`src/hw/rv_defs.svh`:
```
`ifndef RV_DEFS_SVH
`define RV_DEFS_SVH

`define XLEN        32
`define REG_ADDR_W  5
`define FETCH_DEPTH 4

// major opcodes
`define OPC_OP      7'b0110011
`define OPC_OP_IMM  7'b0010011
`define OPC_LUI     7'b0110111
`define OPC_OP_FP   7'b1010011

`define FUNCT5_FSGNJ   5'b00100
`define FUNCT5_FMV_X_W 5'b11100
`define FUNCT5_FMV_W_X 5'b11110

`endif
```
`src/hw/rv_pkg.sv`:
```
`include "rv_defs.svh"

package rv_pkg;

    typedef logic [`XLEN-1:0] word_t;
    typedef logic [`REG_ADDR_W-1:0] reg_idx_t;

    typedef enum logic [3:0] {
        ALU_ADD,
        ALU_SUB,
        ALU_AND,
        ALU_OR,
        ALU_XOR,
        ALU_SLT,
        ALU_LUI,
        ALU_FMV_W_X,
        ALU_FMV_X_W,
        ALU_FSGNJ,
        ALU_FSGNJN,
        ALU_FSGNJX
    } alu_op_t;

    typedef struct packed {
        alu_op_t alu_op;
        logic    use_imm;
        logic    reg_write;
        logic    fp_write;
        logic    rs1_fp;
        logic    rs2_fp;
        logic    illegal;
    } ctrl_t;

    typedef struct packed {
        logic     valid;
        ctrl_t    ctrl;
        reg_idx_t rd;
        word_t    rs1_val;
        word_t    rs2_val;
        word_t    imm;
    } dec_ex_t;

    typedef struct packed {
        logic     valid;
        reg_idx_t rd;
        word_t    result;
        logic     reg_write;
        logic     fp_write;
        logic     illegal;
    } ex_wb_t;

endpackage

```
`src/hw/fetch_buffer.sv`:
```
`timescale 1ns/1ps
`include "rv_defs.svh"

module fetch_buffer (
    input  logic          clk,
    input  logic          reset,
    input  logic          in_valid,
    input  rv_pkg::word_t in_instr,
    input  logic          take,
    output logic          head_valid,
    output rv_pkg::word_t head_instr,
    output logic          in_credit
);
    localparam int PTR_W = $clog2(`FETCH_DEPTH);
    localparam int CNT_W = $clog2(`FETCH_DEPTH + 1);

    rv_pkg::word_t mem [`FETCH_DEPTH];
    logic [PTR_W-1:0] wr_ptr;
    logic [PTR_W-1:0] rd_ptr;
    logic [CNT_W-1:0] count;
    logic pop;

    assign pop = take & head_valid;
    assign head_valid = (count != '0);
    assign head_instr = mem[rd_ptr];
    // one credit back per slot freed
    assign in_credit = pop;

    always_ff @(posedge clk) begin
        if (in_valid) begin
            mem[wr_ptr] <= in_instr;
        end
    end

    always_ff @(posedge clk) begin
        if (reset) begin
            wr_ptr <= '0;
            rd_ptr <= '0;
            count <= '0;
        end else begin
            if (in_valid) begin
                wr_ptr <= (wr_ptr == PTR_W'(`FETCH_DEPTH - 1)) ? '0 : wr_ptr + 1'b1;
            end
            if (pop) begin
                rd_ptr <= (rd_ptr == PTR_W'(`FETCH_DEPTH - 1)) ? '0 : rd_ptr + 1'b1;
            end
            case ({in_valid, pop})
                2'b10: count <= count + 1'b1;
                2'b01: count <= count - 1'b1;
                default: count <= count;
            endcase
        end
    end
endmodule

```
`config.mk`:
```
export PLATFORM = sky130hd
export DESIGN_NAME = fetch_buffer
export DESIGN_NICKNAME = d
export VERILOG_FILES = /design/src/hw/rv_pkg.sv /design/src/hw/fetch_buffer.sv
export VERILOG_INCLUDE_DIRS = /design/src /design/src/hw
export SDC_FILE = /design/constraint.sdc
export NUM_CORES = 1
export LEC_CHECK = 0
export BUFFER_PORTS_ARGS = -buffer_cell sky130_fd_sc_hd__clkbuf_2
export CAP_MARGIN = 10
export CELL_PAD_IN_SITES_DETAIL_PLACEMENT = 0
export CELL_PAD_IN_SITES_GLOBAL_PLACEMENT = 1
export CORE_MARGIN = 2
export CORE_UTILIZATION = 53
export CTS_BUF_LIST = sky130_fd_sc_hd__clkbuf_8 sky130_fd_sc_hd__clkbuf_16
export DETAILED_ROUTE_END_ITERATION = 8
export HOLD_SLACK_MARGIN = 0.15
export PLACE_DENSITY = 0.93
export SETUP_SLACK_MARGIN = 0.4
export SLEW_MARGIN = 0
export SYNTH_ARGS = -nofsm -noshare
export SYNTH_HDL_FRONTEND = slang
export SYNTH_SLANG_ARGS = --single-unit
```
`constraint.sdc`:
```
create_clock -name clk -period 3.45 [get_ports clk]
set_input_delay 0.69 -clock clk [delete_from_list [all_inputs] [get_ports clk]]
set_output_delay 0.69 -clock clk [all_outputs]
set_load 0.03 [all_outputs]
```
==> summary.md <==
| Metric | Value |
|---|---|
| Routed WL per cell | 19.5 um |
| Sw frac | between 20% and 30% |
| Minimum clock period | 2740 ps |
| CP Launch Type | flop |
| Internal power | 3.44 mW |
| Via count | 2,343 |
| First-pass GRT wire length | 12.8 mm |
| Detail Route Antenna Nets | 0 |
| Site row count | 35 |
| Fin crit share | 79.3% |
| Final cell count without fillers | about 440 |
| Slew Limit Fails | 0 |
| Die W | 102 um |
| Cell Area, Synth | 0.00511 mm^2 |
| Post_cts resized | 0 |
| Pwr Density | 762 mW/mm^2 |
| Clock buffer depth | 2 |
| Initial antenna violation count | 0 |
| Post-Synthesis Net Count | about 260 |
| DP HPWL | roughly 5 mm |
| Fillers | 630 |
| Post-synthesis cell type count | 20 |
| Worst slew pin tran | 867 ps |
| Vias in the first global route | 2,481 |
| Final #Nets | 340 |
| Overflow after GRT | 0 |
| Max-cap viol count | 0 |
| DP Area | 0.00556 mm^2 |
| Starting Density | between 50% and 60% |
| # hold bufs at CTS | 0 |
| CP required | ~2800 ps |
| Input/output buffers | a little under 70 |
| Grt met2 use | 28.3% |
| Final setup fails | 0 |
| Sw power | between 1 and 1.5 mW |
| Setup bufs post-CTS | 0 |
| Aggregate global-route resource usage | between 10% and 20% |
| TritonCTS Buffers | 17 |
| Warnings from Yosys | 0 |
| Skew final | 8.57 ps |
| DR DRC count | 0 |
| Comb power frac | between 10% and 20% |
| Most used routing layer | met2 |
| Critical path class | reg -> out |
| Clock edge transition at the registers on the reported setup and hold paths | 60 ps |
| Pin count of the biggest net entering global routing | 33 |
| Relative slew margins | between 40% and 50% |
| Layout Utilization | 66.5% |
| Final instance area | 0.00617 mm^2 |
| Gate Count Post-Synth | 215 |
| Grt met3 use | 6.02% |
| Max Fclk | 0.366 GHz |
| Final Hold Fails | 0 |
| Status | finished clean |
| Synth Register Bits | 137 |
| Root Buffer | clkbuf_8 |
| Worst hold path class | in -> reg |
| ANT cells | 0 |
| Clock latency at the later pin of the worst-skew pair | 510 ps |
| GP Congestion | ~0.65 |
| CP max FO | 32 |
| Die ar. | 0.0104 mm^2 |
| TritonCTS clock tree | done |
| DRT Wirelength | 8.53 mm |
| Core area | 0.00928 mm^2 |
| Drt pass-1 iters | 4 |
| Routed vias/inst | about 5.3 |
| CP Capture Type | output pin |
| Clock power frac | 39.2% |
| RSZ-0062 raised after global routing | false |
| I/O pin total | 70 |
| Hold_ws | approximately 400 ps |
| Crit path DAT | 2050 ps |
| Die Y | 102 um |
| Mapped Avg Cell Area | 23.8 um^2 |
| Seq/Total Area, Yosys | 78.7% |
| Initial DRC count | 105 |
| Leak pwr | 2.15 nW |
| Share of layout cells above drive strength 1 | between 40% and 50% |
| Post-Place Cells | 407 |
| Sequential power share | approximately 42% |
| Synth-to-Final Area Change | 20.8% |
| VDD IR max | 0.480 mV |
| Total negative slack | 0 ps |
| Sink Count | 137 |
| H-tree lvl count | 4 |
| GR Util met1 | 22.7% |
==> per-layer routing <==
layer	share of wire (%)	wire, um
met1	45	3800
met2	50	4270
met3	4.6	396
met4	0.73	62
met5	0	0
==> power by group through the flow <==
stage / Combinational (mW) / Clock, mW / Sequential [mW]
after floorplan: 0.738 / 0 / 1.97
after global placement: 0.875 / 0 / 2.01
after detailed placement: 0.890 / 0 / 2.02
after CTS: 0.894 / 1.87 / 1.98
after global routing: 0.945 / 1.94 / 1.99
final: 0.877 / 1.85 / 1.98
==> final cells by class <==
| cell class | instances | area (um^2) | share of cell area (%) |
|---|---|---|---|
| flip-flops and latches | 137 | 4030 | 65.2 |
| multi-input cells | 64 | 981 | 15.9 |
| clock buffers | 17 | 414 | 6.71 |
| repair buffers | 70 | 365 | 5.92 |
| clock inverters | 14 | 199 | 3.22 |
| well taps | 129 | 161 | 2.61 |
| inverters | 7 | 26.3 | 0.426 |
==> synthesized netlist by cell type (all sizes together) <==
library cell | count | share of area (%)
nor3b | 1 | 0.15
o21ai | 1 | 0.098
or3 | 3 | 0.37
fa | 1 | 0.39
a21oi | 4 | 0.39
inv | 7 | 0.51
edfxtp | 128 | 75
ha | 6 | 1.5
xor2 | 2 | 0.34
o31ai | 1 | 0.24
nand2 | 1 | 0.073
mux4 | 32 | 14
and2 | 4 | 0.49
dfxtp | 9 | 3.5
nor2 | 6 | 0.44
buf | 7 | 1.7
mux2i | 2 | 0.39
==> kinds of logic (layout without fill, tap and decap cells) <==
| family | Yosys count | count (layout) | synth area share (%) |
|---|---|---|---|
| flops | 137 | 137 | 78.7 |
| compound gates | 6 | 6 | 0.734 |
| mux | 34 | 34 | 14.6 |
| xor+xnor | 2 | 2 | 0.343 |
| simple gates | 15 | 15 | 1.52 |
| fa+ha+maj | 7 | 7 | 1.86 |
| buf+inv | 14 | 108 | 2.20 |
==> metrics by stage <==
stage | setup WS (ps) | total power [mW]
floorplan | 1180 | 2.71
detailed placement | 1190 | 2.91
global route | 585 | 4.88
finish | 714 | 4.70
CTS | 654 | 4.75
global placement | 1210 | 2.89
==> worst max-delay path, stage by stage, from the launching register on <==
cell      delay [ps]
dfxtp_2          880
mux4_2           440
clkbuf_2         210
==> final timing paths <==
| kind | start | to | slack, ps | cells past startpoint |
|---|---|---|---|---|
| setup / recovery | flop | head_instr[16] | 710 | 2 |
| hold / removal | in_instr[24] | mem[3][24] | 400 | 1 |
| setup reg to reg | count[1] | count[2] | 1560 | 8 |
| hold reg to reg | rd_ptr[0] | flop | 510 | 2 |
==> sequential cells by signal, summed over array words and instances, names as in the netlist, named ones only <==
name and count:
rd_ptr 2, wr_ptr 2, mem 128, count 3
==> cell usage in the layout, fill, tap and decap left out, types with 3 or more instances in the layout <==
master	netlist	routed
a21oi_1	4	4
bufinv_16	0	4
clkbuf_16	0	16
nor2_1	6	6
dfxtp_1	9	7
and2_2	0	4
clkbuf_2	0	69
clkinvlp_4	0	4
inv_1	7	7
edfxtp_1	128	128
or3_1	3	3
mux4_2	30	30
ha_1	6	6
clkinv_4	0	3
Power figures use the tool's default switching activity.
