===== src/hw/rv_defs.svh =====
`ifndef RV_DEFS_SVH
`define RV_DEFS_SVH

`define XLEN        32
`define REG_ADDR_W  5
`define FETCH_DEPTH 4

// major opcodes
`define OPC_OP      7'b0110011
`define OPC_OP_IMM  7'b0010011
`define OPC_LUI     7'b0110111
`define OPC_OP_FP   7'b1010011

`define FUNCT5_FSGNJ   5'b00100
`define FUNCT5_FMV_X_W 5'b11100
`define FUNCT5_FMV_W_X 5'b11110

`endif

===== src/hw/rv_pkg.sv =====
`include "rv_defs.svh"

package rv_pkg;

    typedef logic [`XLEN-1:0] word_t;
    typedef logic [`REG_ADDR_W-1:0] reg_idx_t;

    typedef enum logic [3:0] {
        ALU_ADD,
        ALU_SUB,
        ALU_AND,
        ALU_OR,
        ALU_XOR,
        ALU_SLT,
        ALU_LUI,
        ALU_FMV_W_X,
        ALU_FMV_X_W,
        ALU_FSGNJ,
        ALU_FSGNJN,
        ALU_FSGNJX
    } alu_op_t;

    typedef struct packed {
        alu_op_t alu_op;
        logic    use_imm;
        logic    reg_write;
        logic    fp_write;
        logic    rs1_fp;
        logic    rs2_fp;
        logic    illegal;
    } ctrl_t;

    typedef struct packed {
        logic     valid;
        ctrl_t    ctrl;
        reg_idx_t rd;
        word_t    rs1_val;
        word_t    rs2_val;
        word_t    imm;
    } dec_ex_t;

    typedef struct packed {
        logic     valid;
        reg_idx_t rd;
        word_t    result;
        logic     reg_write;
        logic     fp_write;
        logic     illegal;
    } ex_wb_t;

endpackage


===== src/hw/execute.sv =====
`timescale 1ns/1ps
`include "rv_defs.svh"

module execute (
    input  logic            clk,
    input  logic            reset,
    input  rv_pkg::dec_ex_t dec_ex,
    output rv_pkg::ex_wb_t  ex_wb
);
    localparam int SIGN = `XLEN - 1;

    rv_pkg::word_t op_a;
    rv_pkg::word_t op_b;
    rv_pkg::word_t result;

    assign op_a = dec_ex.rs1_val;
    assign op_b = dec_ex.ctrl.use_imm ? dec_ex.imm : dec_ex.rs2_val;

    always_comb begin
        case (dec_ex.ctrl.alu_op)
            rv_pkg::ALU_ADD: result = op_a + op_b;
            rv_pkg::ALU_SUB: result = op_a - op_b;
            rv_pkg::ALU_AND: result = op_a & op_b;
            rv_pkg::ALU_OR: result = op_a | op_b;
            rv_pkg::ALU_XOR: result = op_a ^ op_b;
            rv_pkg::ALU_SLT: result = rv_pkg::word_t'($signed(op_a) < $signed(op_b));
            rv_pkg::ALU_LUI: result = dec_ex.imm;
            // raw bit copies between the files
            rv_pkg::ALU_FMV_W_X: result = op_a;
            rv_pkg::ALU_FMV_X_W: result = op_a;
            rv_pkg::ALU_FSGNJ: result = {op_b[SIGN], op_a[SIGN-1:0]};
            rv_pkg::ALU_FSGNJN: result = {~op_b[SIGN], op_a[SIGN-1:0]};
            rv_pkg::ALU_FSGNJX: result = {op_a[SIGN] ^ op_b[SIGN], op_a[SIGN-1:0]};
            default: result = '0;
        endcase
    end

    always_ff @(posedge clk) begin
        if (reset) begin
            ex_wb.valid <= 1'b0;
        end else begin
            ex_wb.valid <= dec_ex.valid;
            ex_wb.rd <= dec_ex.rd;
            ex_wb.result <= dec_ex.ctrl.illegal ? '0 : result;
            // bubbles never write
            ex_wb.reg_write <= dec_ex.valid & dec_ex.ctrl.reg_write;
            ex_wb.fp_write <= dec_ex.valid & dec_ex.ctrl.fp_write;
            ex_wb.illegal <= dec_ex.ctrl.illegal;
        end
    end
endmodule


===== config.mk =====
export PLATFORM = sky130hd
export DESIGN_NAME = execute
export DESIGN_NICKNAME = d
export VERILOG_FILES = /design/src/hw/rv_pkg.sv /design/src/hw/execute.sv
export VERILOG_INCLUDE_DIRS = /design/src /design/src/hw
export SDC_FILE = /design/constraint.sdc
export NUM_CORES = 1
export LEC_CHECK = 0
export BUFFER_PORTS_ARGS = -buffer_cell sky130_fd_sc_hd__buf_2
export CORE_ASPECT_RATIO = 2
export CORE_MARGIN = 2
export CORE_UTILIZATION = 37
export CTS_CLUSTER_SIZE = 8
export DETAILED_ROUTE_END_ITERATION = 8
export SLEW_MARGIN = 40
export SYNTH_ARGS = -nofsm -noshare
export SYNTH_HDL_FRONTEND = slang
export SYNTH_SLANG_ARGS = --single-unit

===== constraint.sdc =====
create_clock -name clk -period 7.19 [get_ports clk]
set_clock_uncertainty 0.2 [all_clocks]
set_input_delay 0.719 -clock clk [delete_from_list [all_inputs] [get_ports clk]]
set_output_delay 0.719 -clock clk [all_outputs]
set_load 0.01 [all_outputs]

==> results of run 1 <==
-- cell families (layout without fill, tap and decap cells) --
family          after synthesis  in the layout
xor+xnor                     15             15
flops                        41             41
fa+ha+maj                   101            101
buf+inv                     163            270
simple gates                241            241
mux                          43             43
compound gates              340            340
-- power by group through the flow --
| stage | clock (W) | sequential, W | combinational (W) |
|---|---|---|---|
| final | 0.000255 | 0.000292 | 0.000607 |
| after floorplan | 0 | 0.000310 | 0.000400 |
| after global routing | 0.000263 | 0.000294 | 0.000664 |
| after CTS | 0.000262 | 0.000292 | 0.000601 |
| after global placement | 0 | 0.000297 | 0.000592 |
| after detailed placement | 0 | 0.000297 | 0.000598 |
-- worst max-delay path by stage --
stage | end | slack (ns)
detailed placement | ex_wb[29] | 1.79
finish | ex_wb[29] | 2.02
CTS | ex_wb[29] | 2.09
floorplan | ex_wb[27] | 2.51
global placement | ex_wb[29] | 1.75
global route | ex_wb[29] | 1.71
-- routing by layer --
layer  share of wire  vias to the layer above
li1                -                     3689
met1            0.34                     3623
met2            0.57                      277
met3           0.039                       83
met4           0.054                        0
met5               0                        -
-- metrics by stage --
| stage | setup WS [ns] | util | cells | cell area, um^2 | hold WS [ns] |
|---|---|---|---|---|---|
| 4_1_cts | 2.09 | 0.431 | 1310 | 8270 | 0.377 |
| 2_1_floorplan | 2.51 | - | 944 | 7190 | 0.591 |
| 3_3_place_gp | 1.75 | 0.421 | 1302 | 8090 | 0.696 |
| 6_report | 2.02 | 0.431 | 1310 | 8270 | 0.383 |
| 3_5_place_dp | 1.79 | 0.423 | 1302 | 8120 | 0.698 |
| 5_1_grt | 1.71 | 0.431 | 1310 | 8270 | 0.380 |
-- cells in the final DEF, fill, tap and decap left out, drive strengths merged, types with 24 or more instances in the layout --
master    n
a221oi   26
edfxtp   40
nor2     72
mux2i    42
nand2    80
a22oi    25
o21ai    50
o211ai   24
inv      99
a21oi    85
ha       99
buf     163
-- final cells by class --
type / count / area (um^2)
clock inverter: 3 / 25.0
inverter: 99 / 374
sequential: 41 / 1220
clock buffer: 5 / 125
tap: 259 / 324
fill: 2012 / 10900
multi-input combinational: 740 / 5350
timing repair buffer: 163 / 843
==> results.cfg, run 1 <==
[outcome]
run_status = finished clean

[global_route]
grt_pass1_wl_um = 40200
grt_overflow = 0
antenna_found_initial = 0
grt_pass1_vias = 7766
grtUsageMet2 = 0.491
grt.met3_usage = 0.0212
busiest_layer = met2
grt_use_total = 0.253
grt_max_degree = 41
use_met1 = 0.245

[sta]
relSlewSlack = 0.424
hold_viol = 0
final.setup.tns_ns = 0
layout_min_cycle_time_ns = 5.17
tightest_slew_ns = 0.851
setup_violations = 0
post-route-period-util = 0.719
slew_violations = 0
grt_setup_unrepaired = false
max_freq_mhz = 193

[logic_synthesis]
ys.flop_type = edfxtp_1
synth.area.top_cells = ha_1, edfxtp_1, a21oi_1
synth_edf_count = 40
avgSynthCellArea_um2 = 7.61
synth_top_family_by_area = compound AO/OA/AOI/OAI gates
synth_mux_area_frac = 0.0601
synthCells = 944
async_reset_ff_frac = 0
synth_xor_area_frac = 0.0183
synth_top_area_frac = 0.172
synth_simple_gate_area_share = 0.154
ys_types = 70
synth_commonest_cells = ha_1, inv_1, a21oi_1
yosysTopAreaCell = ha_1
yosysMostFrequentCell = ha_1
synthAdderAreaFrac = 0.178
synth_seq_cells = 41
synth-compound-area-share = 0.326
synth_seq_area_share = 0.170
netlist_area_um2 = 7190
syn-num-nets = 1159
yosysWarnings = 0

[clocking]
postCtsHoldBufs = 0
cts_buffers = 5
cts_root_buf = clkbuf_16
clkTransAtPathRegs_ns = 0.08
htree_num_levels = 2
clockBufferDepth = 2
cts_resized = 0
cts_setup_buffers = 0
cts_num_sinks = 41
cts_tree = built

[place]
place.gp.congestion = 0.949
port_buffers = 152
hpwl_um = 20500

[critical_path]
arrival_ns = 5.04
crit_type = input pin to flip-flop
startpoint_type = input pin
crit_family = compound AO/OA/AOI/OAI gates
critPathMaxFanout = 14
path_cells = buf_2, mux2i_1, inv_1, ha_1, fa_1, a211oi_1, o21bai_1, a2111oi_2, a21oi_1, a21oi_1, o21ai_0, a211oi_1, o21ai_0, o311a_1
worstPathRequired_ns = 7.06
cp-end-kind = flip-flop
cp_slowest_stage_delay_ns = 0.58
cp_num_buf_inv = 2
cp.depth = 14
worst_path_max_delay_cell = a2111oi_2
startpoint = dec_ex[106]

[pwr]
totalPowerFinal_w = 0.00115
intPower_w = 0.000641
swShare = 0.445
cellPowerDensity_nw_per_um2 = 140
vdd_drop_max_mv = 0.0781
leakagePower_nw = 3.69
p_sw_w = 0.000513
power_frac_clock = 0.221
p_seq_frac = 0.253
pwr-share-comb = 0.526

[floorplan]
ios = 155
core_area_um2 = 19200
initial_utilization = 0.375
dieWidth_um = 103
die_height_um = 201
die_area_um2 = 20600
row_count = 72

[drt]
totalWireLength_um = 26400
drc_errors = 0
firstDrtPassIters = 6
postRouteAntennaNets = 0
vias_per_cell = 5.86
drt_iter0_drc = 429
wire_per_inst_um = 20.2
num_vias = 7672

[final_layout]
drive_above_1_share = 0.186
diodes = 0
largest_reg_flops = 41
syn_to_final_growth_pct = 15.0
reg_top3 = ex_wb x41
max_flop_register = ex_wb
nNetsFinal = 1265

[worst_hold_path]
hold_depth = 1
min_to = ex_wb[36]
hp-class = input pin to flip-flop
min_from = dec_ex[97]

[flow_run]
cap_violations = 0
Note: power is estimated with default switching activity, not from simulation.
==> run 2, diff against run 1 <==
Clock period 7.19 ns to 4.7 ns, I/O delays scaled along.
==> run 2 against run 1 <==
Effect of this change: count of clock-buffer cells in the layout stayed put; cell count is 2.6% higher; wire length is 3.0% higher; clock power is 54% higher; power is 58% higher; core utilization is 1.3 points higher; largest power group unchanged; first-iteration DRC count is 9.1% higher; global-route usage is 1.0 points higher; critical path type unchanged; sequential cell count stayed put.
==> results.cfg, run 2 (synthesis gave the netlist of run 1 again) <==
[clocking]
cts_setup_buffers = 0
cts_root_buf = clkbuf_16
cts_tree = built
cts_resized = 0
clockBufferDepth = 2
clkTransAtPathRegs_ns = 0.08
htree_num_levels = 2
cts_num_sinks = 41
postCtsHoldBufs = 0
cts_buffers = 5

[floorplan]
dieWidth_um = 103
die_area_um2 = 20600
ios = 155
initial_utilization = 0.375
core_area_um2 = 19200
die_height_um = 201
row_count = 72

[drt]
totalWireLength_um = 27200
vias_per_cell = 5.85
num_vias = 7867
firstDrtPassIters = 5
wire_per_inst_um = 20.2
drc_errors = 0
drt_iter0_drc = 468
postRouteAntennaNets = 0

[critical_path]
cp_slowest_stage_delay_ns = 0.53
cp-end-kind = flip-flop
worstPathRequired_ns = 4.59
worst_path_max_delay_cell = a31oi_1
startpoint_type = input pin
arrival_ns = 4.15
critPathMaxFanout = 31
path_cells = buf_2, buf_12, mux2i_1, ha_1, nor2_1, o311ai_0, a21oi_1, a31oi_1, o21ai_1, a31oi_1, nor2_1, o311a_1, a221oi_1
crit_type = input pin to flip-flop

[final_layout]
diodes = 0
largest_reg_flops = 41
final_cell_mix = buf_2, ha_1, inv_1, a21oi_1, nand2_1
reg_top3 = ex_wb x41
final_common_cell = buf_2
max_flop_register = ex_wb
syn_to_final_growth_pct = 18.4
nNetsFinal = 1299
stdcell_area_um2 = 8510
drive_above_1_share = 0.209

[pwr]
totalPowerFinal_w = 0.00182
leakagePower_nw = 3.86
vdd_drop_max_mv = 0.135
cellPowerDensity_nw_per_um2 = 214

[global_route]
grt_use_total = 0.263
grt_pass1_vias = 8007
antenna_found_initial = 0
grt_pass1_wl_um = 41800
grt_max_degree = 41
grt_overflow = 0

[sta]
hold-worst-slack_ns = 0.132
hold_viol = 0
worst_slack_ns = 0.448
final.setup.tns_ns = 0
layout_min_cycle_time_ns = 4.25
grt_setup_unrepaired = false
post-route-period-util = 0.905
tightest_slew_ns = 0.857
relSlewSlack = 0.427
setup_violations = 0
max_freq_mhz = 235
slew_violations = 0

[place]
dp_slack_ns = 0.189
hpwl_um = 21500
port_buffers = 152
placed_area_um2 = 8350
place.gp.congestion = 0.936

[flow_run]
cap_violations = 0

[outcome]
run_status = finished clean

[worst_hold_path]
hp-class = input pin to flip-flop
## run 2: cell types whose count changed in the layout (fill, tap and decap cells not counted)
cell,before,now
buf_12,0,1
a31oi_2,2,1
buf_4,11,44
nor3_2,1,2
nand3_2,2,0
a31oi_1,12,13
nand3_1,14,16
nor3_4,1,0
## run 2: layout make-up
cell class / count / area [um^2]
Fill cell: 2040 / 10700
Multi-Input combinational cell: 740 / 5330
Sequential cell: 41 / 1220
Clock buffer: 5 / 125
Timing Repair Buffer: 197 / 1110
Clock inverter: 3 / 25.0
Tap cell: 259 / 324
Inverter: 99 / 374
## run 2: per-stage QoR
stage	util	std cells
after detailed placement	0.435	1336
final	0.444	1344
after global routing	0.444	1344
after global placement	0.435	1336
after floorplan	-	944
after CTS	0.443	1344
## run 2: report_power, final
part	leakage, nW	internal [W]	switching [W]
Clock	0.0704	0.000201	0.000193
Combinational	3.40	0.000376	0.000603
Sequential	0.393	0.000440	0.00000692
## run 2: path summary, 6_finish.rpt
path              cells after the start        end         from
setup / recovery                     13  ex_wb[34]  dec_ex[106]
hold / removal                        1  ex_wb[36]   dec_ex[97]
## run 2: critical path, delay by kind of cell
family / cells / cell delay, ns
buffers and inverters: 2 / 0.39
AND/OR/NAND/NOR: 2 / 0.19
multiplexers: 1 / 0.37
AO/OA/AOI/OAI: 7 / 2.49
adder cells (fa/ha/maj): 1 / 0.22
## run 2: layer usage
layer,part of all wire,up-vias,global-route usage
met5,0,-,0
met4,0.055,0,0.144
met3,0.047,89,0.0250
met2,0.57,298,0.522
met1,0.33,3726,0.249
li1,-,3754,-
==> run 3, diff against run 2 <==
Clock period 4.7 ns to 3.6 ns, I/O delays scaled along.
==> run 3 against run 2 <==
Effect of this change: critical path depth unchanged; clock power increased by 28%; sequential cell count unchanged; power increased by 52%; final area increased by 22%; setup slack got worse by 0.42 ns.
==> results.cfg, run 3 (synthesis gave the netlist of run 1 again) <==
[floorplan]
initial_utilization = 0.375
core_area_um2 = 19200
die_area_um2 = 20600
ios = 155
row_count = 72
dieWidth_um = 103
die_height_um = 201

[critical_path]
critPathMaxFanout = 4
startpoint = dec_ex[106]
startpoint_type = input pin
cp-end-kind = flip-flop
worstPathRequired_ns = 3.47
arrival_ns = 3.44
crit_type = input pin to flip-flop

[sta]
final.setup.tns_ns = 0
grt_setup_unrepaired = true
tightest_slew_ns = 0.807
hold_viol = 0
post-route-period-util = 0.991
setup_violations = 0
worst_slack_ns = 0.0306
relSlewSlack = 0.462
layout_min_cycle_time_ns = 3.57
slew_violations = 0
hold-worst-slack_ns = 0.0266
max_freq_mhz = 280

[global_route]
grt_use_total = 0.297
grt_pass1_vias = 9041
grt_pass1_wl_um = 46600
antenna_found_initial = 0
grt_overflow = 0
grt_max_degree = 41

[pwr]
cellPowerDensity_nw_per_um2 = 267
leakagePower_nw = 4.80
vdd_drop_max_mv = 0.203

[worst_hold_path]
min_from = dec_ex[100]
hp-class = input pin to flip-flop

[place]
place.gp.congestion = 0.980
dp_slack_ns = -0.545
dp_cells = 1515
hpwl_um = 25300
port_buffers = 152

[drt]
vias_per_cell = 5.72
drt_iter0_drc = 443
firstDrtPassIters = 5
postRouteAntennaNets = 0
num_vias = 8763
drc_errors = 0
totalWireLength_um = 31000
wire_per_inst_um = 20.3

[final_layout]
final_common_cell = buf_4
syn_to_final_growth_pct = 44.0
reg_top3 = ex_wb x41
n_fill_cell = 1878
final_cell_mix = buf_4, buf_2, inv_1, ha_1, nand2_1
nNetsFinal = 1486
max_flop_register = ex_wb
stdcell_count = 1531
largest_reg_flops = 41
finish.utilization = 0.539
drive_above_1_share = 0.369
diodes = 0

[clocking]
clkTransAtPathRegs_ns = 0.08
cts_buffers = 5
cts_root_buf = clkbuf_16
htree_num_levels = 2
clockBufferDepth = 2
cts_tree = built
postCtsHoldBufs = 0
cts_num_sinks = 41

[outcome]
run_status = finished clean

[flow_run]
cap_violations = 0
## run 3: metrics by stage
| step | cell area, um^2 | power, W |
|---|---|---|
| floorplan | 7320 | 0.00144 |
| global placement | 9780 | 0.00215 |
| detailed placement | 9790 | 0.00216 |
| CTS | 10100 | 0.00270 |
| global route | 10400 | 0.00291 |
| finish | 10400 | 0.00276 |
## run 3: metal layers
layer  part of all wire  global-route usage  up-vias
li1                   -                   -     4141
met1               0.32               0.266     4139
met2               0.56               0.576      340
met3              0.036              0.0274      143
met4              0.083               0.224        0
met5                  0                   0        -
## run 3: repair_timing
action,CTS,global route
pin swaps,6,12
setup buffers,8,0
gates resized for setup,18,49
setup endpoints to repair,13,17
## run 3: path summary, 6_finish.rpt
check,to,slack [ns],cells past startpoint
worst min-delay path,ex_wb[39],0.03,1
worst max-delay path,ex_wb[32],0.03,13
## run 3: cell type report
cell class              instances  area [um^2]  area share
clock buffers                   5          125      0.0121
clock inverters                 3         21.3     0.00205
inverters                      99          374      0.0361
multi-input cells             740         5720       0.553
flip-flops and latches         41         1220       0.118
well taps                     259          324      0.0313
repair buffers                384         2560       0.247
## run 3: worst max-delay path, stage by stage
cell	delay (ns)
buf_8	0.11
buf_6	0.14
mux2i_4	0.27
ha_4	0.25
or3_4	0.39
or4_4	0.52
or3_4	0.38
nor2_2	0.12
a211oi_1	0.05
o21a_2	0.15
o31ai_4	0.33
mux2i_1	0.12
o31a_1	0.24
## run 3: report_power, final
| group | switching, W | internal [W] | leakage [nW] |
|---|---|---|---|
| registers | 0.0000132 | 0.000574 | 0.393 |
| clock network | 0.000242 | 0.000260 | 0.0702 |
| logic | 0.000916 | 0.000759 | 4.34 |
| total | 0.00117 | 0.00159 | 4.80 |
