File: src/hw/rv_defs.svh
`ifndef RV_DEFS_SVH
`define RV_DEFS_SVH

`define XLEN        32
`define REG_ADDR_W  5
`define FETCH_DEPTH 4

// major opcodes
`define OPC_OP      7'b0110011
`define OPC_OP_IMM  7'b0010011
`define OPC_LUI     7'b0110111
`define OPC_OP_FP   7'b1010011

`define FUNCT5_FSGNJ   5'b00100
`define FUNCT5_FMV_X_W 5'b11100
`define FUNCT5_FMV_W_X 5'b11110

`endif
File: src/hw/rv_pkg.sv
`include "rv_defs.svh"

package rv_pkg;

    typedef logic [`XLEN-1:0] word_t;
    typedef logic [`REG_ADDR_W-1:0] reg_idx_t;

    typedef enum logic [3:0] {
        ALU_ADD,
        ALU_SUB,
        ALU_AND,
        ALU_OR,
        ALU_XOR,
        ALU_SLT,
        ALU_LUI,
        ALU_FMV_W_X,
        ALU_FMV_X_W,
        ALU_FSGNJ,
        ALU_FSGNJN,
        ALU_FSGNJX
    } alu_op_t;

    typedef struct packed {
        alu_op_t alu_op;
        logic    use_imm;
        logic    reg_write;
        logic    fp_write;
        logic    rs1_fp;
        logic    rs2_fp;
        logic    illegal;
    } ctrl_t;

    typedef struct packed {
        logic     valid;
        ctrl_t    ctrl;
        reg_idx_t rd;
        word_t    rs1_val;
        word_t    rs2_val;
        word_t    imm;
    } dec_ex_t;

    typedef struct packed {
        logic     valid;
        reg_idx_t rd;
        word_t    result;
        logic     reg_write;
        logic     fp_write;
        logic     illegal;
    } ex_wb_t;

endpackage

File: src/hw/instr_decode.sv
`timescale 1ns/1ps
`include "rv_defs.svh"

module instr_decode (
    input  logic              clk,
    input  logic              reset,
    input  logic              head_valid,
    input  rv_pkg::word_t     head_instr,
    output logic              take,
    input  rv_pkg::ex_wb_t    ex_wb,
    output rv_pkg::dec_ex_t   dec_ex
);
    rv_pkg::ctrl_t ctrl;
    rv_pkg::reg_idx_t rs1;
    rv_pkg::reg_idx_t rs2;
    rv_pkg::reg_idx_t rd;
    rv_pkg::word_t imm;
    rv_pkg::word_t int_rd1;
    rv_pkg::word_t int_rd2;
    rv_pkg::word_t fp_rd1;
    rv_pkg::word_t fp_rd2;
    logic rs1_used;
    logic rs2_used;
    logic hazard;

    assign rs1 = head_instr[19:15];
    assign rs2 = head_instr[24:20];
    assign rd = head_instr[11:7];
    assign imm = (ctrl.alu_op == rv_pkg::ALU_LUI) ? {head_instr[31:12], 12'b0}
                                                   : {{(`XLEN-12){head_instr[31]}},
                                                      head_instr[31:20]};

    control_unit i_control_unit (
        .instr(head_instr),
        .ctrl(ctrl)
    );

    int_regfile i_int_regfile (
        .clk(clk),
        .reset(reset),
        .we(ex_wb.reg_write),
        .waddr(ex_wb.rd),
        .wdata(ex_wb.result),
        .raddr1(rs1),
        .raddr2(rs2),
        .rdata1(int_rd1),
        .rdata2(int_rd2)
    );

    fp_regfile i_fp_regfile (
        .clk(clk),
        .reset(reset),
        .we(ex_wb.fp_write),
        .waddr(ex_wb.rd),
        .wdata(ex_wb.result),
        .raddr1(rs1),
        .raddr2(rs2),
        .rdata1(fp_rd1),
        .rdata2(fp_rd2)
    );

    // pending write to the same file and index
    function automatic logic src_hit(
        input rv_pkg::reg_idx_t idx,
        input logic             fp,
        input logic             valid,
        input rv_pkg::reg_idx_t wr_rd,
        input logic             int_we,
        input logic             fp_we
    );
        return valid && (wr_rd == idx) && (fp ? fp_we : (int_we && idx != '0));
    endfunction

    assign rs1_used = (ctrl.alu_op != rv_pkg::ALU_LUI);
    assign rs2_used = !ctrl.use_imm && (ctrl.alu_op != rv_pkg::ALU_FMV_W_X)
                      && (ctrl.alu_op != rv_pkg::ALU_FMV_X_W);

    assign hazard = !ctrl.illegal && (
        (rs1_used && (src_hit(rs1, ctrl.rs1_fp, dec_ex.valid, dec_ex.rd,
                              dec_ex.ctrl.reg_write, dec_ex.ctrl.fp_write)
                   || src_hit(rs1, ctrl.rs1_fp, ex_wb.valid, ex_wb.rd,
                              ex_wb.reg_write, ex_wb.fp_write)))
        || (rs2_used && (src_hit(rs2, ctrl.rs2_fp, dec_ex.valid, dec_ex.rd,
                                 dec_ex.ctrl.reg_write, dec_ex.ctrl.fp_write)
                      || src_hit(rs2, ctrl.rs2_fp, ex_wb.valid, ex_wb.rd,
                                 ex_wb.reg_write, ex_wb.fp_write))));

    assign take = head_valid && !hazard;

    always_ff @(posedge clk) begin
        if (reset) begin
            dec_ex.valid <= 1'b0;
        end else begin
            // stall leaves a bubble behind
            dec_ex.valid <= take;
            if (take) begin
                dec_ex.ctrl <= ctrl;
                dec_ex.rd <= rd;
                dec_ex.rs1_val <= ctrl.rs1_fp ? fp_rd1 : int_rd1;
                dec_ex.rs2_val <= ctrl.rs2_fp ? fp_rd2 : int_rd2;
                dec_ex.imm <= imm;
            end
        end
    end
endmodule

File: src/hw/fp_regfile.sv
`timescale 1ns/1ps

module fp_regfile (
    input  logic             clk,
    input  logic             reset,
    input  logic             we,
    input  rv_pkg::reg_idx_t waddr,
    input  rv_pkg::word_t    wdata,
    input  rv_pkg::reg_idx_t raddr1,
    input  rv_pkg::reg_idx_t raddr2,
    output rv_pkg::word_t    rdata1,
    output rv_pkg::word_t    rdata2
);
    // raw single precision bit patterns
    rv_pkg::word_t regs [32];

    always_ff @(posedge clk) begin
        if (reset) begin
            for (int i = 0; i < 32; i++) begin
                regs[i] <= '0;
            end
        end else if (we) begin
            regs[waddr] <= wdata;
        end
    end

    assign rdata1 = regs[raddr1];
    assign rdata2 = regs[raddr2];
endmodule

File: src/hw/int_regfile.sv
`timescale 1ns/1ps

module int_regfile (
    input  logic             clk,
    input  logic             reset,
    input  logic             we,
    input  rv_pkg::reg_idx_t waddr,
    input  rv_pkg::word_t    wdata,
    input  rv_pkg::reg_idx_t raddr1,
    input  rv_pkg::reg_idx_t raddr2,
    output rv_pkg::word_t    rdata1,
    output rv_pkg::word_t    rdata2
);
    rv_pkg::word_t regs [32];

    always_ff @(posedge clk) begin
        if (reset) begin
            for (int i = 0; i < 32; i++) begin
                regs[i] <= '0;
            end
        end else if (we && waddr != '0) begin
            regs[waddr] <= wdata;
        end
    end

    // x0 is hardwired
    assign rdata1 = (raddr1 == '0) ? '0 : regs[raddr1];
    assign rdata2 = (raddr2 == '0) ? '0 : regs[raddr2];
endmodule

File: src/hw/control_unit.sv
`timescale 1ns/1ps
`include "rv_defs.svh"

module control_unit (
    input  rv_pkg::word_t instr,
    output rv_pkg::ctrl_t ctrl
);
    logic [6:0] opcode;
    logic [2:0] funct3;
    logic [6:0] funct7;
    logic [4:0] funct5;
    logic [1:0] fmt;
    logic [4:0] rs2_field;

    assign opcode = instr[6:0];
    assign funct3 = instr[14:12];
    assign funct7 = instr[31:25];
    assign funct5 = instr[31:27];
    assign fmt = instr[26:25];
    assign rs2_field = instr[24:20];

    always_comb begin
        ctrl = '0;
        ctrl.alu_op = rv_pkg::ALU_ADD;
        ctrl.illegal = 1'b1;
        case (opcode)
            `OPC_OP: begin
                ctrl.reg_write = 1'b1;
                ctrl.illegal = 1'b0;
                case ({funct7, funct3})
                    {7'b0000000, 3'b000}: ctrl.alu_op = rv_pkg::ALU_ADD;
                    {7'b0100000, 3'b000}: ctrl.alu_op = rv_pkg::ALU_SUB;
                    {7'b0000000, 3'b111}: ctrl.alu_op = rv_pkg::ALU_AND;
                    {7'b0000000, 3'b110}: ctrl.alu_op = rv_pkg::ALU_OR;
                    {7'b0000000, 3'b100}: ctrl.alu_op = rv_pkg::ALU_XOR;
                    {7'b0000000, 3'b010}: ctrl.alu_op = rv_pkg::ALU_SLT;
                    default: begin
                        ctrl.reg_write = 1'b0;
                        ctrl.illegal = 1'b1;
                    end
                endcase
            end
            `OPC_OP_IMM: begin
                ctrl.use_imm = 1'b1;
                ctrl.reg_write = 1'b1;
                ctrl.illegal = 1'b0;
                case (funct3)
                    3'b000: ctrl.alu_op = rv_pkg::ALU_ADD;
                    3'b111: ctrl.alu_op = rv_pkg::ALU_AND;
                    3'b110: ctrl.alu_op = rv_pkg::ALU_OR;
                    3'b100: ctrl.alu_op = rv_pkg::ALU_XOR;
                    default: begin
                        ctrl.use_imm = 1'b0;
                        ctrl.reg_write = 1'b0;
                        ctrl.illegal = 1'b1;
                    end
                endcase
            end
            `OPC_LUI: begin
                ctrl.alu_op = rv_pkg::ALU_LUI;
                ctrl.use_imm = 1'b1;
                ctrl.reg_write = 1'b1;
                ctrl.illegal = 1'b0;
            end
            `OPC_OP_FP: begin
                // single precision only
                if (fmt == 2'b00) begin
                    if (funct5 == `FUNCT5_FSGNJ && funct3 <= 3'b010) begin
                        ctrl.alu_op = (funct3 == 3'b000) ? rv_pkg::ALU_FSGNJ :
                                      (funct3 == 3'b001) ? rv_pkg::ALU_FSGNJN :
                                                           rv_pkg::ALU_FSGNJX;
                        ctrl.rs1_fp = 1'b1;
                        ctrl.rs2_fp = 1'b1;
                        ctrl.fp_write = 1'b1;
                        ctrl.illegal = 1'b0;
                    end else if (funct5 == `FUNCT5_FMV_X_W && funct3 == 3'b000
                                 && rs2_field == 5'd0) begin
                        ctrl.alu_op = rv_pkg::ALU_FMV_X_W;
                        ctrl.rs1_fp = 1'b1;
                        ctrl.reg_write = 1'b1;
                        ctrl.illegal = 1'b0;
                    end else if (funct5 == `FUNCT5_FMV_W_X && funct3 == 3'b000
                                 && rs2_field == 5'd0) begin
                        ctrl.alu_op = rv_pkg::ALU_FMV_W_X;
                        ctrl.fp_write = 1'b1;
                        ctrl.illegal = 1'b0;
                    end
                end
            end
            default: ;
        endcase
    end
endmodule

File: config.mk
export PLATFORM = sky130hd
export DESIGN_NAME = instr_decode
export DESIGN_NICKNAME = d
export VERILOG_FILES = /design/src/hw/rv_pkg.sv /design/src/hw/instr_decode.sv /design/src/hw/fp_regfile.sv /design/src/hw/int_regfile.sv /design/src/hw/control_unit.sv
export VERILOG_INCLUDE_DIRS = /design/src /design/src/hw
export SDC_FILE = /design/constraint.sdc
export NUM_CORES = 2
export LEC_CHECK = 0
export BUFFER_PORTS_ARGS = -buffer_cell sky130_fd_sc_hd__buf_4
export CAP_MARGIN = 25
export CORE_ASPECT_RATIO = 0.9
export CORE_MARGIN = 4
export CORE_UTILIZATION = 55
export DETAILED_ROUTE_END_ITERATION = 10
export GPL_ROUTABILITY_DRIVEN = 0
export PLACE_DENSITY = 0.78
export SLEW_MARGIN = 20
export SYNTH_ARGS = -nofsm -noshare
export SYNTH_HDL_FRONTEND = slang
export SYNTH_SLANG_ARGS = --single-unit
File: constraint.sdc
create_clock -name clk -period 22.9 [get_ports clk]
set_input_delay 4.58 -clock clk [delete_from_list [all_inputs] [get_ports clk]]
set_output_delay 4.58 -clock clk [all_outputs]
set_load 0.01 [all_outputs]
==> impl_table.tex <==
\begin{tabular}{lr}
\hline
Metric & Value \\
\hline
\multicolumn{2}{l}{\textbf{Synth}} \\
Distinct cells, synth & 67 \\
Share of synthesized cell area in and, or, nand and nor gates & 12.8\% \\
Number of synthesized register bits & 2160 \\
Post-synthesis average cell area & 16.0 um2 \\
Dominant combinational cell family by area after synthesis & multiplexers \\
Area share of the largest cell type after synthesis & 57.4\% \\
Count of warnings emitted by yosys & 0 \\
XOR/XNOR Fraction of Synth Area & 0.155\% \\
Post-synth design cell area & 113000 um2 \\
Cell taking the most area after synthesis & sky130\_fd\_sc\_hd\_\_edfxtp\_1 \\
Leading register cell type out of synthesis & sky130\_fd\_sc\_hd\_\_edfxtp\_1 \\
Share of cell area taken by muxes after synthesis & 23.6\% \\
Adder and majority gate portion of the synthesized area & 0\% \\
Top cells by area, synth & sky130\_fd\_sc\_hd\_\_edfxtp\_1 (57\%), sky130\_fd\_sc\_hd\_\_mux4\_2 (23\%), sky130\_fd\_sc\_hd\_\_and2\_1 (11\%) \\
Post-synth ARST share & 0\% \\
Number of flops mapped to enable cells by yosys & 2159 \\
Portion of the post-synthesis area used by sequential elements & 57.4\% \\
Synthesized-area fraction occupied by ao, oa, aoi and oai cells & 3.07\% \\
Mapped Cells & 7061 \\
\multicolumn{2}{l}{\textbf{Clock tree}} \\
Clock sink total & 2160 \\
Clock slew at reported path FFs & 60 ps \\
Worst skew pair latency & 880 ps \\
Clock buffer count from CTS & 213 \\
Buffer type at the clock tree root & sky130\_fd\_sc\_hd\_\_clkbuf\_16 \\
CTS tree & done \\
CTS-repair resized insts & 0 \\
Level count of the clock H-tree & 4 \\
Buffer levels on the longest clock path & 3 \\
Number of setup buffers added after CTS & 0 \\
Hold Buf Count CTS & 0 \\
\multicolumn{2}{l}{\textbf{Floorplan}} \\
Initial core utilization & 55.4\% \\
Die ar. & 213000 um2 \\
Number of standard-cell rows in the floorplan & 157 \\
Num ports & 189 \\
Die height & 438 um \\
Die width & 486 um \\
Floorplan core area & 204000 um2 \\
\multicolumn{2}{l}{\textbf{Worst setup path}} \\
Max incr delay on CP & 710 ps \\
CP Data Arrival Time & 7650 ps \\
FF-to-FF path depth & 7 \\
Crit-path slowest cell & sky130\_fd\_sc\_hd\_\_nand3b\_1 \\
Critical path startpoint category & primary input \\
Element type at the critical path end & output port \\
Crit Path Class & primary input to output port \\
Worst path required time & 18320 ps \\
Critical Path Most Common Cell & sky130\_fd\_sc\_hd\_\_buf\_4 \\
CP Cell Sequence & buf\_8, buf\_4, nand3b\_1, nor4b\_1, a311oi\_1, nor4\_2, nor3b\_1, buf\_4 \\
Worst-path fanout max & 56 \\
\multicolumn{2}{l}{\textbf{STA}} \\
Hold Worst Slack & 962 ps \\
RSZ-0062 raised after global routing & false \\
Max Clk Rate & 0.0818 GHz \\
Layout Skew & 38.1 ps \\
Worst slew margin relative to its limit & 20.1\% \\
Number of endpoints failing setup at the final stage & 0 \\
Final min period & 12230 ps \\
Aggregate negative setup slack & 0 ps \\
Slew of the pin with the lowest slew margin & 1190 ps \\
Hold violation count in the final report & 0 \\
Period Utilization, post-route & 53.4\% \\
Total count of max-transition violations in the final report & 0 \\
Post-route worst setup slack & 10670 ps \\
\multicolumn{2}{l}{\textbf{Detailed routing}} \\
Per-cell routed wire length & 39.6 um \\
Average via count per standard cell & 7.39 \\
Drt initial violations & 14100 \\
Routed via count & 73000 \\
First-pass iteration count of the detailed router & 8 \\
Routed wire length & 391 mm \\
DR DRC count & 0 \\
Post-route antenna net violation count & 0 \\
\multicolumn{2}{l}{\textbf{Run status}} \\
Result of the run & finished clean \\
\multicolumn{2}{l}{\textbf{Job}} \\
Max Cap Violations & 0 \\
\multicolumn{2}{l}{\textbf{Hold path}} \\
Min-Delay Path Class & register to register \\
Hold Path Depth & 3 \\
\multicolumn{2}{l}{\textbf{Final layout}} \\
Synthesis-to-finish area growth & 9.86\% \\
Final-stage net count & 7045 \\
Fraction of final layout cells sized beyond drive strength 1 & 28.1\% \\
Final standard cell utilization of the core & 60.9\% \\
Post-route insts no fill & 9874 \\
Final design area excluding fillers & 124000 um2 \\
\multicolumn{2}{l}{\textbf{Power}} \\
Power per standard cell area & 75.6 nW/um2 \\
Total chip power & 9.38 mW \\
Clock share of power & 38.1\% \\
Combinational group share of total power & 12.0\% \\
Switching power & 2.34 mW \\
Portion of total power attributed to sequential cells & 49.9\% \\
Peak supply drop & 67.9 uV \\
Internal & 7.04 mW \\
Switching part of the total power & 24.9\% \\
Reported leakage power & 42.0 nW \\
\multicolumn{2}{l}{\textbf{Global routing}} \\
Largest net degree at the start of global routing & 114 \\
Vias in the first global route & 72500 \\
Global Route Usage Sum & 36.7\% \\
Grt total ovfl & 0 \\
Wire length of the first global-routing pass & 546 mm \\
Antenna violations before repair & 31 \\
\multicolumn{2}{l}{\textbf{Placement}} \\
Detailed-placement wirelength estimate & 226 mm \\
Post-placement worst setup slack & 10810 ps \\
Number of I/O port buffers & 187 \\
Post-place instance area & 117000 um2 \\
Post-placement cell count & 9453 \\
\hline
\end{tabular}
## cells in the mapped netlist, types with 3 or more instances
cell,instances
sky130_fd_sc_hd__buf_2,148
sky130_fd_sc_hd__a22o_1,30
sky130_fd_sc_hd__nor2b_1,53
sky130_fd_sc_hd__and2_1,2026
sky130_fd_sc_hd__buf_1,49
sky130_fd_sc_hd__a32oi_1,8
sky130_fd_sc_hd__edfxtp_1,2159
sky130_fd_sc_hd__nor2_1,99
sky130_fd_sc_hd__o22ai_1,47
sky130_fd_sc_hd__mux4_2,1130
sky130_fd_sc_hd__o21ai_0,45
sky130_fd_sc_hd__clkbuf_1,490
sky130_fd_sc_hd__or2_2,63
sky130_fd_sc_hd__nor3_1,10
sky130_fd_sc_hd__nand2_1,44
sky130_fd_sc_hd__nand3b_1,5
sky130_fd_sc_hd__nand3_1,16
sky130_fd_sc_hd__buf_6,6
sky130_fd_sc_hd__inv_1,6
sky130_fd_sc_hd__xor2_1,10
sky130_fd_sc_hd__nor3b_1,3
sky130_fd_sc_hd__buf_4,67
sky130_fd_sc_hd__xnor2_1,10
sky130_fd_sc_hd__a31oi_1,3
sky130_fd_sc_hd__mux2i_1,101
sky130_fd_sc_hd__a22oi_1,137
sky130_fd_sc_hd__a221oi_1,10
sky130_fd_sc_hd__nand2b_1,7
sky130_fd_sc_hd__and4_1,3
sky130_fd_sc_hd__nand4_1,6
sky130_fd_sc_hd__mux2_2,17
sky130_fd_sc_hd__a21o_1,20
sky130_fd_sc_hd__a221o_1,24
sky130_fd_sc_hd__a211oi_1,49
sky130_fd_sc_hd__a21oi_1,108
sky130_fd_sc_hd__nor4b_1,4
sky130_fd_sc_hd__o22a_1,5
## logic make-up (layout without fill, tap and decap cells)
kind of cell / after synthesis / in the layout
compound gates: 503 / 503
xor+xnor: 20 / 20
buf+inv: 768 / 826
flops: 2160 / 2160
mux: 1248 / 1248
other cells: 1 / 53
simple gates: 2361 / 2361
## layer usage
metal	track usage, %	vias to the layer above	routed length (um)
met5	0.476	-	142
met4	23.8	2	31800
met3	14.5	1539	71900
met2	51.5	7604	165000
met1	47.8	36600	122000
li1	-	27300	-
## registers in the layout (all words and copies together) (netlist names)
signal and cells:
i_fp_regfile.regs 1024, i_int_regfile.regs 1024, dec_ex 112
## critical path, delay by kind of cell
family / cells / cell delay, ps
AND/OR/NAND/NOR: 4 / 1510
buffers and inverters: 3 / 1350
AO/OA/AOI/OAI: 1 / 110
## cell usage in the layout, fill, tap and decap left out, drive strengths merged, types with 20 or more instances in the layout
master,count
or2,63
clkbuf,269
a22oi,137
a21oi,108
nor2b,53
diode,21
nor2,99
buf,420
a211oi,49
bufinv,24
edfxtp,2159
mux2i,101
mux4,1130
a22o,30
clkinv,95
a221o,24
nand2,44
conb,32
and2,2026
a21o,20
o21ai,47
o22ai,47
## power by group through the flow
stage / logic [mW] / clock network [mW] / registers, mW
6_report: 1.13 / 3.57 / 4.68
5_1_grt: 1.14 / 3.74 / 4.70
4_1_cts: 1.09 / 3.56 / 4.68
3_5_place_dp: 1.08 / 0 / 4.76
3_3_place_gp: 1.07 / 0 / 4.73
2_1_floorplan: 0.684 / 0 / 4.72
## final cells by class
type / instances / area, um2
inverters: 8 / 30.0
fillers: 14500 / 79700
multi-input cells: 4164 / 45500
clock inverters: 129 / 1360
well taps: 2703 / 3380
flip-flops and latches: 2160 / 64900
repair buffers: 422 / 3390
clock buffers: 267 / 5620
diodes: 21 / 52.6
## worst paths after layout
kind,endpoint,slack (ps),from
worst max-delay path,take,10670,head_instr[15]
worst min-delay path,dec_ex[111],960,dec_ex[111]
worst max register to register,dec_ex[70],19200,dec_ex[97]
worst min register to register,dec_ex[111],960,dec_ex[111]
(Power assumes the default switching activity.)
